==> src/design/rendererPkg.sv <==
package rendererPkg;

	typedef logic [9:0] pixelCoord_t;
	typedef logic [4:0] tileColumn_t;
	typedef logic [3:0] tileRow_t;
	typedef logic [3:0] tileOffset_t;
	typedef logic [2:0] colorCode_t;
	typedef logic [47:0] spriteRow_t;
	typedef logic [23:0] rgb_t;

	// Map window placement on the scan
	localparam pixelCoord_t MapTop = 10'd235;
	localparam pixelCoord_t MapLeft = 10'd332;
	localparam int MapRows = 10;
	localparam int MapColumns = 20;
	localparam int TileSize = 16;

	// Code 0 is transparent
	localparam colorCode_t CodeBlue = 3'd1;
	localparam colorCode_t CodeWhite = 3'd2;
	localparam colorCode_t CodeCyan = 3'd3;
	localparam colorCode_t CodeOrange = 3'd4;
	localparam colorCode_t CodeBlack = 3'd5;
	localparam colorCode_t CodeGreen = 3'd6;
	localparam colorCode_t CodeRed = 3'd7;

	localparam rgb_t ColorBlue = 24'h0000FF;
	localparam rgb_t ColorWhite = 24'hFFFFFF;
	localparam rgb_t ColorCyan = 24'h00FFFF;
	localparam rgb_t ColorOrange = 24'hFFA500;
	localparam rgb_t ColorBlack = 24'h000000;
	localparam rgb_t ColorGreen = 24'h00FF00;
	localparam rgb_t ColorRed = 24'hFF0000;

	// Background codes in the tile map
	localparam logic [2:0] TileWall = 3'd5;
	localparam logic [2:0] TilePipe = 3'd6;

	// First row of each sprite in the bitmap ROM
	localparam int SpriteRobot = 0;
	localparam int SpriteCursor = 16;
	localparam int SpriteTrash = 32;
	localparam int SpriteWall = 48;
	localparam int SpritePipe = 64;
	localparam int SpriteBlackCell = 80;
	localparam int SpriteDepth = 96;

endpackage

==> src/design/paletteEncoder.sv <==
`timescale 1ns/1ps

module paletteEncoder (
	input logic Clock25,
	input logic arstN,
	input rendererPkg::colorCode_t pixelCode,
	input logic pixelActive,
	output rendererPkg::rgb_t rgb
);

	rendererPkg::rgb_t paletteColor;

	always_comb
	begin
		case (pixelCode)
			rendererPkg::CodeBlue: paletteColor = rendererPkg::ColorBlue;
			rendererPkg::CodeWhite: paletteColor = rendererPkg::ColorWhite;
			rendererPkg::CodeCyan: paletteColor = rendererPkg::ColorCyan;
			rendererPkg::CodeOrange: paletteColor = rendererPkg::ColorOrange;
			rendererPkg::CodeBlack: paletteColor = rendererPkg::ColorBlack;
			rendererPkg::CodeGreen: paletteColor = rendererPkg::ColorGreen;
			rendererPkg::CodeRed: paletteColor = rendererPkg::ColorRed;
			default: paletteColor = rendererPkg::ColorBlack;
		endcase
	end

	// Blank outside the map window
	always_ff @(posedge Clock25 or negedge arstN)
	begin
		if (!arstN)
			rgb <= rendererPkg::ColorBlack;
		else
			rgb <= pixelActive ? paletteColor : rendererPkg::ColorBlack;
	end

endmodule

==> config.mk <==
export PLATFORM = sky130hd
export DESIGN_NAME = paletteEncoder
export DESIGN_NICKNAME = d
export VERILOG_FILES = /design/src/design/rendererPkg.sv /design/src/design/paletteEncoder.sv
export SDC_FILE = /design/constraint.sdc
export NUM_CORES = 1
export LEC_CHECK = 0
export BUFFER_PORTS_ARGS = -buffer_cell sky130_fd_sc_hd__buf_2
export CORE_AREA = 2 2 39 41
export DETAILED_ROUTE_END_ITERATION = 10
export DIE_AREA = 0 0 41 43
export PLACE_DENSITY = 0.64
export SETUP_SLACK_MARGIN = 0.05
export SYNTH_ARGS = -nofsm -noshare
export SYNTH_HDL_FRONTEND = slang
export SYNTH_SLANG_ARGS = --single-unit
==> constraint.sdc <==
create_clock -name Clock25 -period 0.8 [get_ports Clock25]
set_input_delay 0.08 -clock Clock25 [delete_from_list [all_inputs] [get_ports Clock25]]
set_output_delay 0.08 -clock Clock25 [all_outputs]
set_load 0.05 [all_outputs]
==> results.md <==
| Quantity | Reported |
|:---|:---|
| Number of nets produced by synthesis | 40 |
| Relative area change from synthesis to final layout | 54.6% |
| Library cell contributing the largest single delay on the critical path | dfrtp_4 |
| First-pass iteration count of the detailed router | 2 |
| Share of the yosys chip area belonging to registers | 30.8% |
| Share of cells above drive strength 1 | 80.9% |
| Total congestion overflow after global routing | 0 |
| Number of CTS-inserted buffers | 3 |
| Crit start category | flip-flop |
| Post-CTS setup buffer count | 0 |
| Max FFs per register | 4 |
| Highest routed metal layer | met3 |
| Diode insertion count for antenna repair | 0 |
| Amount of wire on met2 after detailed routing | 262 microns |
| Result of the run | finished, violations left |
| Path length in cells of the critical path | 1 |
| Input/output buffers | 29 |
| Setup-violating endpoint count in the final report | 24 |
| Primary FF master, synth | dfrtp_1 |
| Synthesized cell area | 325 sq um |
| Worst slack after detailed placement | 11.8 ps |
| Hold Crit Depth | 2 |
| Total power density per cell area | 1890 mW/mm^2 |
| Crit path cell chain | buf_6 |
| Total design power | 948 uW |
| Endpoint arrival time on the critical path | 940 ps |
| Clock net sink count | 4 |
| Drt drc | 0 |
| Core box area | 0.00138 sq mm |
| Rows | 14 |
| Achievable Freq | 982 MHz |
| Largest vdd supply drop | 391 uV |
| Warnings, synthesis | 0 |
| Post-detailed-route wirelength per cell | 8.68 microns |
| Met3 Wirelength | 75 microns |
| Vias in the first global route | 213 |
| Cells after Synth | 34 |
| Reported max-cap violation count | 0 |
| Post-synth EDFFs | 0 |
| Final #Nets | 55 |
| Flip-flop and latch count after synthesis | 4 |
| Post-layout minimum cycle time | 1020 ps |
| Fill cell count | 132 |
| Slew at the pin with the worst max-slew slack | 174 ps |
| Largest registers ranked by flip-flop count | rgb: 4 flops |
| Sum of routed wire segments on met1 | 209 microns |
| Top post-synthesis cells by area | buf_4, dfrtp_1, o31ai_2 |
| Final HPWL DP | 384 microns |
| Yosys top cell area share | 46.2% |
| Final wirelength | 547 microns |
| Final worst-path setup slack | -219 ps |
| Final hold viol count | 0 |
| X dimension of the die | 41 microns |
| Category of cells accounting for the largest share of critical-path delay | flip-flops |
| Clk buf depth | 2 |
| Ratio of final minimum period to clock period | 127% |
| Most frequent cell after synthesis | buf_4 |
| Yosys cell types | 11 |
| Aggregate global-route resource usage | 7.46% |
| Placer Congestion | 0.659 |
| TritonCTS clock tree | yes |
| Register bank with the most flops | rgb |
| Global-route wire length before repair | 821 microns |
| Stage delay of the slowest cell on the critical path | 530 ps |
| Crit end category | output pin |
| Final Max Tran Viols | 0 |
| Max H-tree Level | 1 |
| Vias | 239 |
| Total leakage power | 0.000261 uW |
| Cell type contributing the most total cell area after synthesis | buf_4 |
| Synthesized area per cell | 9.57 sq um |
| Biggest fanout along the worst timing path | 8 |
| DIE AREA | 0.00176 sq mm |
| # IOs | 30 |
| Crit Path Class | flip-flop to output pin |
| Setup Total Neg Slack | -4290 ps |
| Commonest cells in the netlist | buf_4, dfrtp_1, nand2_1 |
| Maximum number of pins on one net before global-route repair | 9 |
| Min-delay worst type | input port to flip-flop |
| RSZ-0062 raised after global routing | yes |
| Clk pin slew, worst setup/hold paths | 40 ps |
| Initial core utilization | 23.5% |
| Buf/Inv on CP | 1 |
| Antenna violations before repair | 0 |
| Async set-reset flop share out of synthesis | 100% |
| Failing checks | setup timing |
| Detailed-route vias per instance | 3.79 |
| Antenna-violating nets left | 0 |
| Req. time, crit path | 720 ps |
| Library cell used as clock root buffer | clkbuf_4 |
| Die Y-Extent | 43 microns |
| Relative max-transition margin | 88.3% |
| Number of design-rule violations left by the first detailed-router iteration | 1 |
-- stage by stage --
stage          instance area [sq um]  hold slack (ps)  std cells  utilization (%)
3_5_place_dp                     350             -113         59             25.3
3_3_place_gp                     350             -116         59             25.3
5_1_grt                          503             82.2         63             36.3
6_report                         503             64.2         63             36.3
4_1_cts                          473             51.0         63             34.2
2_1_floorplan                    388             -216         34                -
-- area by class of cell --
class	instances	area, sq um	share of cell area, %
flip-flops and latches	4	110	21.9
well taps	16	20.0	3.98
multi-input cells	10	75.1	14.9
clock buffers	3	22.5	4.48
repair buffers	30	275	54.7
-- layer usage --
metal  vias to the layer above  global-route usage [%]
met1                       100                    6.84
met4                         0                    8.00
met2                        23                    10.9
li1                        116                       -
met3                         0                    3.14
met5                         -                       0
-- where the power goes --
group / total, uW / switching [uW] / internal, uW
combinational: 460 / 311 / 149
clock: 241 / 73.8 / 167
sequential: 248 / 26.8 / 221
-- worst paths after layout --
check                        startpoint      end  slack [ps]
max                             rgb[22]  rgb[20]        -220
min in group asynchronous         arstN  rgb[22]         190
max in group asynchronous         arstN   rgb[7]         480
min                        pixelCode[2]   rgb[7]          60
-- cells in the final DEF (no fill, tap or decap) --
cell type and instances:
nand2_1 2, nor3b_1 1, dlygate4sd3_1 1, dfrtp_2 2
o211a_1 1, and3_1 1, nor2_1 1, clkbuf_4 3
buf_2 5, o31ai_2 1, buf_6 16, and2b_1 1
nand4bb_1 1, nor2b_2 1, dfrtp_4 2, buf_4 8
-- kinds of logic (layout without fill, tap and decap cells) --
| logic type | after synthesis | count (layout) | synth area share, % |
|---|---|---|---|
| AO/OA/AOI/OAI | 2 | 2 | 6.92 |
| flip-flops | 4 | 4 | 30.8 |
| AND/OR/NAND/NOR | 8 | 8 | 16.2 |
| buffers and inverters | 20 | 33 | 46.2 |
-- what timing repair did --
item,4_1_cts,5_1_grt
gates resized for setup,32,8
setup endpoints to repair,24,24
hold buffers,1,0
endpoints found under the hold margin,4,0
No activity file was read; power rests on OpenSTA's default activity.
