File: src/design/rendererPkg.sv
package rendererPkg;

	typedef logic [9:0] pixelCoord_t;
	typedef logic [4:0] tileColumn_t;
	typedef logic [3:0] tileRow_t;
	typedef logic [3:0] tileOffset_t;
	typedef logic [2:0] colorCode_t;
	typedef logic [47:0] spriteRow_t;
	typedef logic [23:0] rgb_t;

	// Map window placement on the scan
	localparam pixelCoord_t MapTop = 10'd235;
	localparam pixelCoord_t MapLeft = 10'd332;
	localparam int MapRows = 10;
	localparam int MapColumns = 20;
	localparam int TileSize = 16;

	// Code 0 is transparent
	localparam colorCode_t CodeBlue = 3'd1;
	localparam colorCode_t CodeWhite = 3'd2;
	localparam colorCode_t CodeCyan = 3'd3;
	localparam colorCode_t CodeOrange = 3'd4;
	localparam colorCode_t CodeBlack = 3'd5;
	localparam colorCode_t CodeGreen = 3'd6;
	localparam colorCode_t CodeRed = 3'd7;

	localparam rgb_t ColorBlue = 24'h0000FF;
	localparam rgb_t ColorWhite = 24'hFFFFFF;
	localparam rgb_t ColorCyan = 24'h00FFFF;
	localparam rgb_t ColorOrange = 24'hFFA500;
	localparam rgb_t ColorBlack = 24'h000000;
	localparam rgb_t ColorGreen = 24'h00FF00;
	localparam rgb_t ColorRed = 24'hFF0000;

	// Background codes in the tile map
	localparam logic [2:0] TileWall = 3'd5;
	localparam logic [2:0] TilePipe = 3'd6;

	// First row of each sprite in the bitmap ROM
	localparam int SpriteRobot = 0;
	localparam int SpriteCursor = 16;
	localparam int SpriteTrash = 32;
	localparam int SpriteWall = 48;
	localparam int SpritePipe = 64;
	localparam int SpriteBlackCell = 80;
	localparam int SpriteDepth = 96;

endpackage

File: src/design/tileCoordIf.sv
`timescale 1ns/1ps

interface tileCoordIf;

	logic active;
	rendererPkg::tileRow_t tileRow;
	rendererPkg::tileColumn_t tileColumn;
	rendererPkg::tileOffset_t rowOffset;
	rendererPkg::tileOffset_t columnOffset;

	modport locator (
		output active, tileRow, tileColumn, rowOffset, columnOffset
	);

	modport compositor (
		input active, tileRow, tileColumn, rowOffset, columnOffset
	);

endinterface

File: src/design/tileLocator.sv
`timescale 1ns/1ps

module tileLocator (
	input logic Clock25,
	input logic arstN,
	input rendererPkg::pixelCoord_t pixelRow,
	input rendererPkg::pixelCoord_t pixelColumn,
	tileCoordIf.locator coord
);

	rendererPkg::pixelCoord_t rowDelta;
	rendererPkg::pixelCoord_t columnDelta;
	logic inWindow;

	// Coordinates above or left of the origin wrap to large values
	assign rowDelta = pixelRow - rendererPkg::MapTop;
	assign columnDelta = pixelColumn - rendererPkg::MapLeft;

	assign inWindow = (rowDelta < 10'(rendererPkg::MapRows * rendererPkg::TileSize))
		&& (columnDelta < 10'(rendererPkg::MapColumns * rendererPkg::TileSize));

	always_ff @(posedge Clock25 or negedge arstN)
	begin
		if (!arstN)
		begin
			coord.active <= 1'b0;
			coord.tileRow <= '0;
			coord.tileColumn <= '0;
			coord.rowOffset <= '0;
			coord.columnOffset <= '0;
		end
		else if (inWindow)
		begin
			coord.active <= 1'b1;
			coord.tileRow <= rendererPkg::tileRow_t'(rowDelta >> $clog2(rendererPkg::TileSize));
			coord.tileColumn <=
				rendererPkg::tileColumn_t'(columnDelta >> $clog2(rendererPkg::TileSize));
			coord.rowOffset <= rendererPkg::tileOffset_t'(rowDelta);
			coord.columnOffset <= rendererPkg::tileOffset_t'(columnDelta);
		end
		else
		begin
			coord.active <= 1'b0;
			coord.tileRow <= '0;
			coord.tileColumn <= '0;
			coord.rowOffset <= '0;
			coord.columnOffset <= '0;
		end
	end

endmodule

File: src/flat_wrapper.sv
// flat-port wrapper written by rule: the top's interface ports become plain ports
module tileLocator_flat 
  (Clock25, arstN, pixelRow, pixelColumn, coord_active, coord_tileRow, coord_tileColumn, coord_rowOffset, coord_columnOffset);
  tileCoordIf coord_i ();
  input logic Clock25;
  input logic arstN;
  input rendererPkg::pixelCoord_t pixelRow;
  input rendererPkg::pixelCoord_t pixelColumn;
  output wire logic [$bits(coord_i.active)-1:0] coord_active;
  output wire logic [$bits(coord_i.tileRow)-1:0] coord_tileRow;
  output wire logic [$bits(coord_i.tileColumn)-1:0] coord_tileColumn;
  output wire logic [$bits(coord_i.rowOffset)-1:0] coord_rowOffset;
  output wire logic [$bits(coord_i.columnOffset)-1:0] coord_columnOffset;
  assign coord_active = coord_i.active;
  assign coord_tileRow = coord_i.tileRow;
  assign coord_tileColumn = coord_i.tileColumn;
  assign coord_rowOffset = coord_i.rowOffset;
  assign coord_columnOffset = coord_i.columnOffset;
  tileLocator u_core (.Clock25(Clock25), .arstN(arstN), .pixelRow(pixelRow), .pixelColumn(pixelColumn), .coord(coord_i));
endmodule
File: config.mk
export PLATFORM = sky130hd
export DESIGN_NAME = tileLocator_flat
export DESIGN_NICKNAME = d
export VERILOG_FILES = /design/src/design/rendererPkg.sv /design/src/design/tileCoordIf.sv /design/src/design/tileLocator.sv /design/src/flat_wrapper.sv
export SDC_FILE = /design/constraint.sdc
export NUM_CORES = 1
export LEC_CHECK = 0
export BUFFER_PORTS_ARGS = -buffer_cell sky130_fd_sc_hd__buf_2
export CORE_MARGIN = 1.5
export CORE_UTILIZATION = 43
export DETAILED_ROUTE_END_ITERATION = 8
export GPL_ROUTABILITY_DRIVEN = 1
export PLACE_DENSITY = 0.72
export SLEW_MARGIN = 20
export SYNTH_ARGS = -nofsm -noshare
export SYNTH_HDL_FRONTEND = slang
export SYNTH_SLANG_ARGS = --single-unit
File: constraint.sdc
create_clock -name Clock25 -period 0.8 [get_ports Clock25]
set_clock_uncertainty 0.1 [all_clocks]
set_input_delay 0.16 -clock Clock25 [delete_from_list [all_inputs] [get_ports Clock25]]
set_output_delay 0.16 -clock Clock25 [all_outputs]
set_load 0.02 [all_outputs]
==> results of run 1 <==
-- metal layers --
metal,GRT usage,up-vias
met5,0,-
met2,0.4219,45
met1,0.2477,519
met3,0.03736,6
li1,-,496
met4,0.07895,0
-- cell usage after synthesis, types with 3 or more instances --
master,instances,share of area
a21oi_1,3,0.015
buf_6,3,0.033
dfrtp_1,18,0.44
nand2_1,5,0.018
nand3_1,4,0.020
nor2_1,8,0.029
nor3_1,10,0.049
nor3_2,5,0.049
xnor2_1,7,0.060
xor2_1,5,0.043
-- power by group through the flow --
| stage | Clock [W] | Combinational (W) | Sequential [W] |
|---|---|---|---|
| final | 0.000445 | 0.000801 | 0.000945 |
| after global routing | 0.000491 | 0.000851 | 0.000947 |
| after CTS | 0.000419 | 0.000705 | 0.000943 |
| after detailed placement | 0 | 0.000648 | 0.000955 |
| after global placement | 0 | 0.000635 | 0.000954 |
| after floorplan | 0 | 0.000313 | 0.000987 |
-- final timing paths --
kind | to | from | slack (ps)
max | u_core.coord.tileRow[1]$_DFF_PN0_ | pixelRow[0] | -630
min | u_core.coord.columnOffset[0]$_DFF_PN0_ | pixelColumn[0] | -7
max in group asynchronous | u_core.coord.active$_DFF_PN0_ | arstN | 140
min in group asynchronous | u_core.coord.tileRow[0]$_DFF_PN0_ | arstN | 190
-- critical path, cell delays in order --
cell	delay [ps]
buf_8	110
ha_4	160
o21a_4	220
o2111ai_4	200
and3_4	220
o221ai_4	110
buf_12	180
nor3_2	170
-- area by class of cell --
class / count / area, um^2 / area share
multi-input combinational: 74 / 701.9 / 0.3869
clock buffer: 3 / 22.52 / 0.01241
sequential: 18 / 450.4 / 0.2483
tap: 28 / 35.03 / 0.01931
inverter: 2 / 7.507 / 0.004138
timing repair buffer: 72 / 596.8 / 0.3290
-- kinds of logic after synthesis --
kind of cell / count (synthesis) / share of synthesized area
AND/OR/NAND/NOR: 41 / 0.2378
XOR/XNOR: 12 / 0.1024
AO/OA/AOI/OAI: 18 / 0.1488
adder cells (fa/ha/maj): 2 / 0.02439
buffers and inverters: 6 / 0.04756
flip-flops: 18 / 0.4390
-- state kept, by name, summed over array words and instances (netlist names) --
signal / flops
u_core.coord.rowOffset: 4
u_core.coord.tileRow: 4
u_core.coord.tileColumn: 5
u_core.coord.active: 1
u_core.coord.columnOffset: 4
-- per-stage QoR --
stage	utilization	worst slack (ps)	cell area [um^2]	hold WS (ps)
5_1_grt	0.8123	-670.3	1814	-0.9515
3_5_place_dp	0.6947	-977.4	1551	-5.134
6_report	0.8123	-625.2	1814	-6.925
2_1_floorplan	-	-784.6	1114	-235.6
3_3_place_gp	0.6947	-939.8	1551	-10.67
4_1_cts	0.7765	-629.9	1734	2.229
-- timing repair --
item / 4_1_cts / 5_1_grt
hold endpoints to repair: 18 / 1
pin swaps: 1 / 3
cloned: 0 / 1
resized for setup: 44 / 14
endpoints found under the setup margin: 36 / 36
==> metrics.md, run 1 <==
| Metric | Value |
|---|---|
| Status | finished, violations left |
| Failing checks | negative hold slack, negative setup slack |
| Maxcap violations | 0 |
| Worst-path clk slew | 100 ps |
| Commonest non-fill, non-tap cell in the layout | buf_4 |
| Gpl congestion | 0.8005 |
| Commonest cells after routing, fill and taps aside | buf_4 (30), buf_6 (21), buf_2 (18), dfrtp_1 (18), nor3_2 (10) |
| Slew Limit Fails | 0 |
| WL met3 | 124 um |
| H-tree depth | 1 |
| Arrival @ worst endpoint | 1540 ps |
| Fill count | 125 |
| Initial DRC Count | 28 |
| Post-synth EDFFs | 0 |
| Flops & latches, synth | 18 |
| Initial antenna violation count | 0 |
| CTS Buf Count | 3 |
| Sequential share of the synthesized area | 0.4390 |
| Worst VDD drop | 0.9705 mV |
| Sequential Power Share | 0.431 |
| Wl on met1 | 1.092 mm |
| Post-route DRC | 0 |
| Final setup viols | 36 |
| Final Non-Filler Cells | 197 |
| Clk pwr share | 0.203 |
| Vias | 1066 |
| Die H | 51.85 um |
| Setup Fix Bufs, Post-CTS | 0 |
| Clock Tree Buf Depth | 2 |
| DR pass1 iterations | 4 |
| Core area | 0.002233 mm^2 |
| Overflow after GRT | 0 |
| Crit path required time | 920 ps |
| Post-synth ARST share | 1.000 |
| Met2 WL | 1.723 mm |
| TritonCTS clock tree | built |
| PnR worst setup slack | -625.2 ps |
| P_int | 0.001497 W |
| PD cells | 1208 mW/mm^2 |
| Port Buf Inserts | 39 |
| Hold Crit Class | input pin to register |
| Fin crit period | 1425 ps |
| Worst Path Max Fanout | 18 |
| Sw Pwr | 0.0006941 W |
| Total power | 0.002191 W |
| Number of global-route vias before repair | 999 |
| Count of final hold-check violations | 1 |
| Hold WS | -6.925 ps |
| Top Metal Used | met4 |
| Syn Nets | 121 |
| Final period util | 1.782 |
| Highest clock rate | 0.7016 GHz |
| Die Wd | 51.85 um |
| Antenna Violating Nets Remaining | 0 |
| Leak | 0.8472 nW |
| Top FF cell, synth | dfrtp_1 |
| Root Driver | clkbuf_4 |
| Die area | 0.002688 mm^2 |
| RSZ-0062 raised after global routing | true |
| Row count | 17 |
| Share of cells above drive strength 1 | 0.6154 |
| CTS Hold Buffers Added | 1 |
| Comb power frac | 0.365 |
| Rel. slew slack | 0.7583 |
| Via/cell ratio | 5.411 |
| Area Overhead vs Synth | 76.83% |
| Crit path kind | input pin to register |
| Detailed Place HPWL | 1.889 mm |
| Number of distinct library cells after synthesis | 35 |
| # placed instances | 192 |
| Starting Density | 0.4594 |
| Setup_tns | -15400 ps |
| Hold depth | 3 |
| Wire per inst | 15.29 um |
| Final Net Count | 195 |
| Actual slew at the worst max-slew pin | 362.6 ps |
| Crit end category | register |
| First-pass GRT wire length | 4.388 mm |
| GRT Total Usage | 0.2236 |
| Syn_area_per_cell | 10.58 um^2 |
| Pin count of the biggest net entering global routing | 19 |
| Top Ports | 40 |
| Final WL | 3.012 mm |
| Switching Fraction | 0.3168 |
| Syn Std Cell Area | 0.001026 mm^2 |
| Synthesized instance count | 97 |
| CTS sink count | 18 |
| Yosys Warn Count | 0 |
| Diode count | 0 |
| Crit start category | input pin |
Note: power is estimated with default switching activity, not from simulation.
==> run 2: changes to the inputs <==
--- a/config.mk
+++ b/config.mk
@@ -7,10 +7,11 @@
 export LEC_CHECK = 0
 export BUFFER_PORTS_ARGS = -buffer_cell sky130_fd_sc_hd__buf_2
 export CORE_MARGIN = 1.5
-export CORE_UTILIZATION = 43
+export CORE_UTILIZATION = 47
 export DETAILED_ROUTE_END_ITERATION = 8
 export GPL_ROUTABILITY_DRIVEN = 1
-export PLACE_DENSITY = 0.72
+export PLACE_DENSITY = 0.74
+export SKIP_LAST_GASP = 1
 export SLEW_MARGIN = 20
 export SYNTH_ARGS = -nofsm -noshare
 export SYNTH_HDL_FRONTEND = slang
==> constraint.sdc (replaced) <==
create_clock -name Clock25 -period 1.5 [get_ports Clock25]
set_clock_uncertainty 0.1 [all_clocks]
set_input_delay 0.3 -clock Clock25 [delete_from_list [all_inputs] [get_ports Clock25]]
set_output_delay 0.3 -clock Clock25 [all_outputs]
set_load 0.02 [all_outputs]
==> run 2 against run 1 <==
The flow finishes with violations (negative setup slack). Worst hold slack better by 180 ps. Via count up 5.2%. First-iteration DRC count increased by 14%. Global-route usage decreased by 0.47 points. Sequential power down 47%. Utilization grew 5.4 points. Die area shrank 8.0%. Worst setup slack gained 480 ps. Routed wire length increased by 21%. Critical path type unchanged.
==> metrics.md, run 2 (synthesis results as in run 1) <==
| Metric | Value |
|---|---|
| Levels on crit path | 9 |
| Count of final hold-check violations | 0 |
| Crit path cell chain | buf_8 > ha_4 > o21a_4 > buf_4 > nor2_1 > o211a_1 > o221ai_4 > buf_12 > nor3_4 |
| Fin crit period | 1649 ps |
| Worst Path Max Fanout | 5 |
| DR pass1 iterations | 4 |
| Number of global-route vias before repair | 998 |
| H-tree depth | 1 |
| Failing checks | negative setup slack |
| CTS sink count | 18 |
| Hold Crit Class | input pin to register |
| Via/cell ratio | 5.719 |
| GRT Total Usage | 0.2189 |
| Area Overhead vs Synth | 69.02% |
| First-pass GRT wire length | 4.077 mm |
| CTS Buf Count | 3 |
| Port Buf Inserts | 39 |
| Dpl cell area | 0.001535 mm^2 |
| Diode count | 0 |
| Initial antenna violation count | 0 |
| Crit start category | input pin |
| Register with the most flip-flops | u_core.coord.tileColumn |
| Crit path kind | input pin to register |
| RSZ-0062 raised after global routing | true |
| Crit path required time | 1620 ps |
| Worst-path clk slew | 100 ps |
| TritonCTS clock tree | built |
| Overflow after GRT | 0 |
| Commonest cells after routing, fill and taps aside | buf_2 (36), buf_4 (30), dfrtp_1 (18) |
| Starting Density | 0.5125 |
| Placement Setup Slack | -458.6 ps |
| Die H | 49.72 um |
| Antenna Violating Nets Remaining | 0 |
| Hold depth | 3 |
| Share of cells above drive strength 1 | 0.6272 |
| Core area | 0.002002 mm^2 |
| Die area | 0.002472 mm^2 |
| Die Wd | 49.72 um |
| Arrival @ worst endpoint | 1760 ps |
| Finished Cell Area | 0.001734 mm^2 |
| Crit path largest cell delay | 210 ps |
| Final WL | 3.654 mm |
| Commonest non-fill, non-tap cell in the layout | buf_2 |
| Wire per inst | 18.64 um |
| PD cells | 677.1 mW/mm^2 |
| Final setup viols | 18 |
| Crit end category | register |
| Rel. slew slack | 0.7503 |
| Worst VDD drop | 0.6215 mV |
| Top Ports | 40 |
| Status | finished, violations left |
| Slew Limit Fails | 0 |
| Row count | 16 |
| Maxcap violations | 0 |
| CP top delay family | compound AO/OA/AOI/OAI gates |
| Pin count of the biggest net entering global routing | 19 |
| Final period util | 1.099 |
| PnR worst setup slack | -149.1 ps |
| Highest clock rate | 0.6064 GHz |
| Vias | 1121 |
| Detailed Place HPWL | 1.900 mm |
| Leak | 0.8563 nW |
| Critical Path Source | pixelRow[1] |
| Final Net Count | 195 |
| Clock Tree Buf Depth | 2 |
| Actual slew at the worst max-slew pin | 374.5 ps |
| Worst path slowest cell | o21a_4 |
| Gpl congestion | 0.8438 |
| Post-route DRC | 0 |
| Root Driver | clkbuf_4 |
| Max reg flops | 5 |
| Buffers & Inverters on Critical Path | 3 |
| Initial DRC Count | 32 |
| Critical Path Sink | u_core.coord.tileRow[0]$_DFF_PN0_ |
run 2: what timing repair did:
| item | 4_1_cts | 5_1_grt |
|---|---|---|
| setup buffers | 0 | 1 |
| hold buffers | 1 | 0 |
| cloned | 0 | 2 |
| setup endpoints to repair | 18 | 18 |
| gates resized for setup | 6 | 19 |
| pin swaps | 1 | 7 |
| endpoints found under the hold margin | 18 | 0 |
run 2: through the flow:
step | setup TNS [ps] | hold WS (ps) | utilization | power, W | cells
final | -1878 | 169.3 | 0.8663 | 0.001174 | 196
after global routing | -2916 | 179.0 | 0.8663 | 0.001224 | 196
after CTS | -985.5 | 138.9 | 0.8013 | 0.001085 | 193
after detailed placement | -6642 | 132.9 | 0.7669 | 0.0008529 | 189
after global placement | -6183 | 126.1 | 0.7669 | 0.0008424 | 189
after floorplan | -2504 | -95.59 | - | 0.0006937 | 97
run 2: cell type report:
cell class / instances / area [um^2]
multi-input cells: 73 / 696.9
repair buffers: 73 / 523.0
flip-flops and latches: 18 / 450.4
fillers: 104 / 267.8
well taps: 27 / 33.78
clock buffers: 3 / 22.52
inverters: 2 / 7.507
run 2: how the worst min path moves through the flow:
stage | from | endpoint | slack (ps)
2_1_floorplan | arstN | u_core.coord.active$_DFF_PN0_ | -100
3_3_place_gp | arstN | u_core.coord.columnOffset[0]$_DFF_PN0_ | 130
3_5_place_dp | arstN | u_core.coord.columnOffset[0]$_DFF_PN0_ | 130
4_1_cts | pixelColumn[1] | u_core.coord.columnOffset[1]$_DFF_PN0_ | 140
5_1_grt | pixelRow[0] | u_core.coord.rowOffset[0]$_DFF_PN0_ | 180
6_report | pixelColumn[0] | u_core.coord.columnOffset[0]$_DFF_PN0_ | 170
run 2: metal layers:
layer,vias to the layer above,part of all wire,wire length [um],track usage
met3,15,0.051,186,0.04242
li1,494,-,-,-
met2,63,0.54,1965,0.4089
met5,-,0,0,0
met1,549,0.37,1355,0.2329
met4,0,0.040,146,0.1019
run 2: where the power goes:
group / switching (W) / total (W) / internal (W)
logic: 0.000232 / 0.000428 / 0.000197
clock network: 0.000152 / 0.000245 / 0.0000935
registers: 0.00000357 / 0.000501 / 0.000497
total: 0.000387 / 0.00117 / 0.000787
run 2: worst min-delay path, delay by kind of cell:
kind                   cells  cell delay, ps
buffers and inverters      1             100
AND/OR/NAND/NOR            2             130
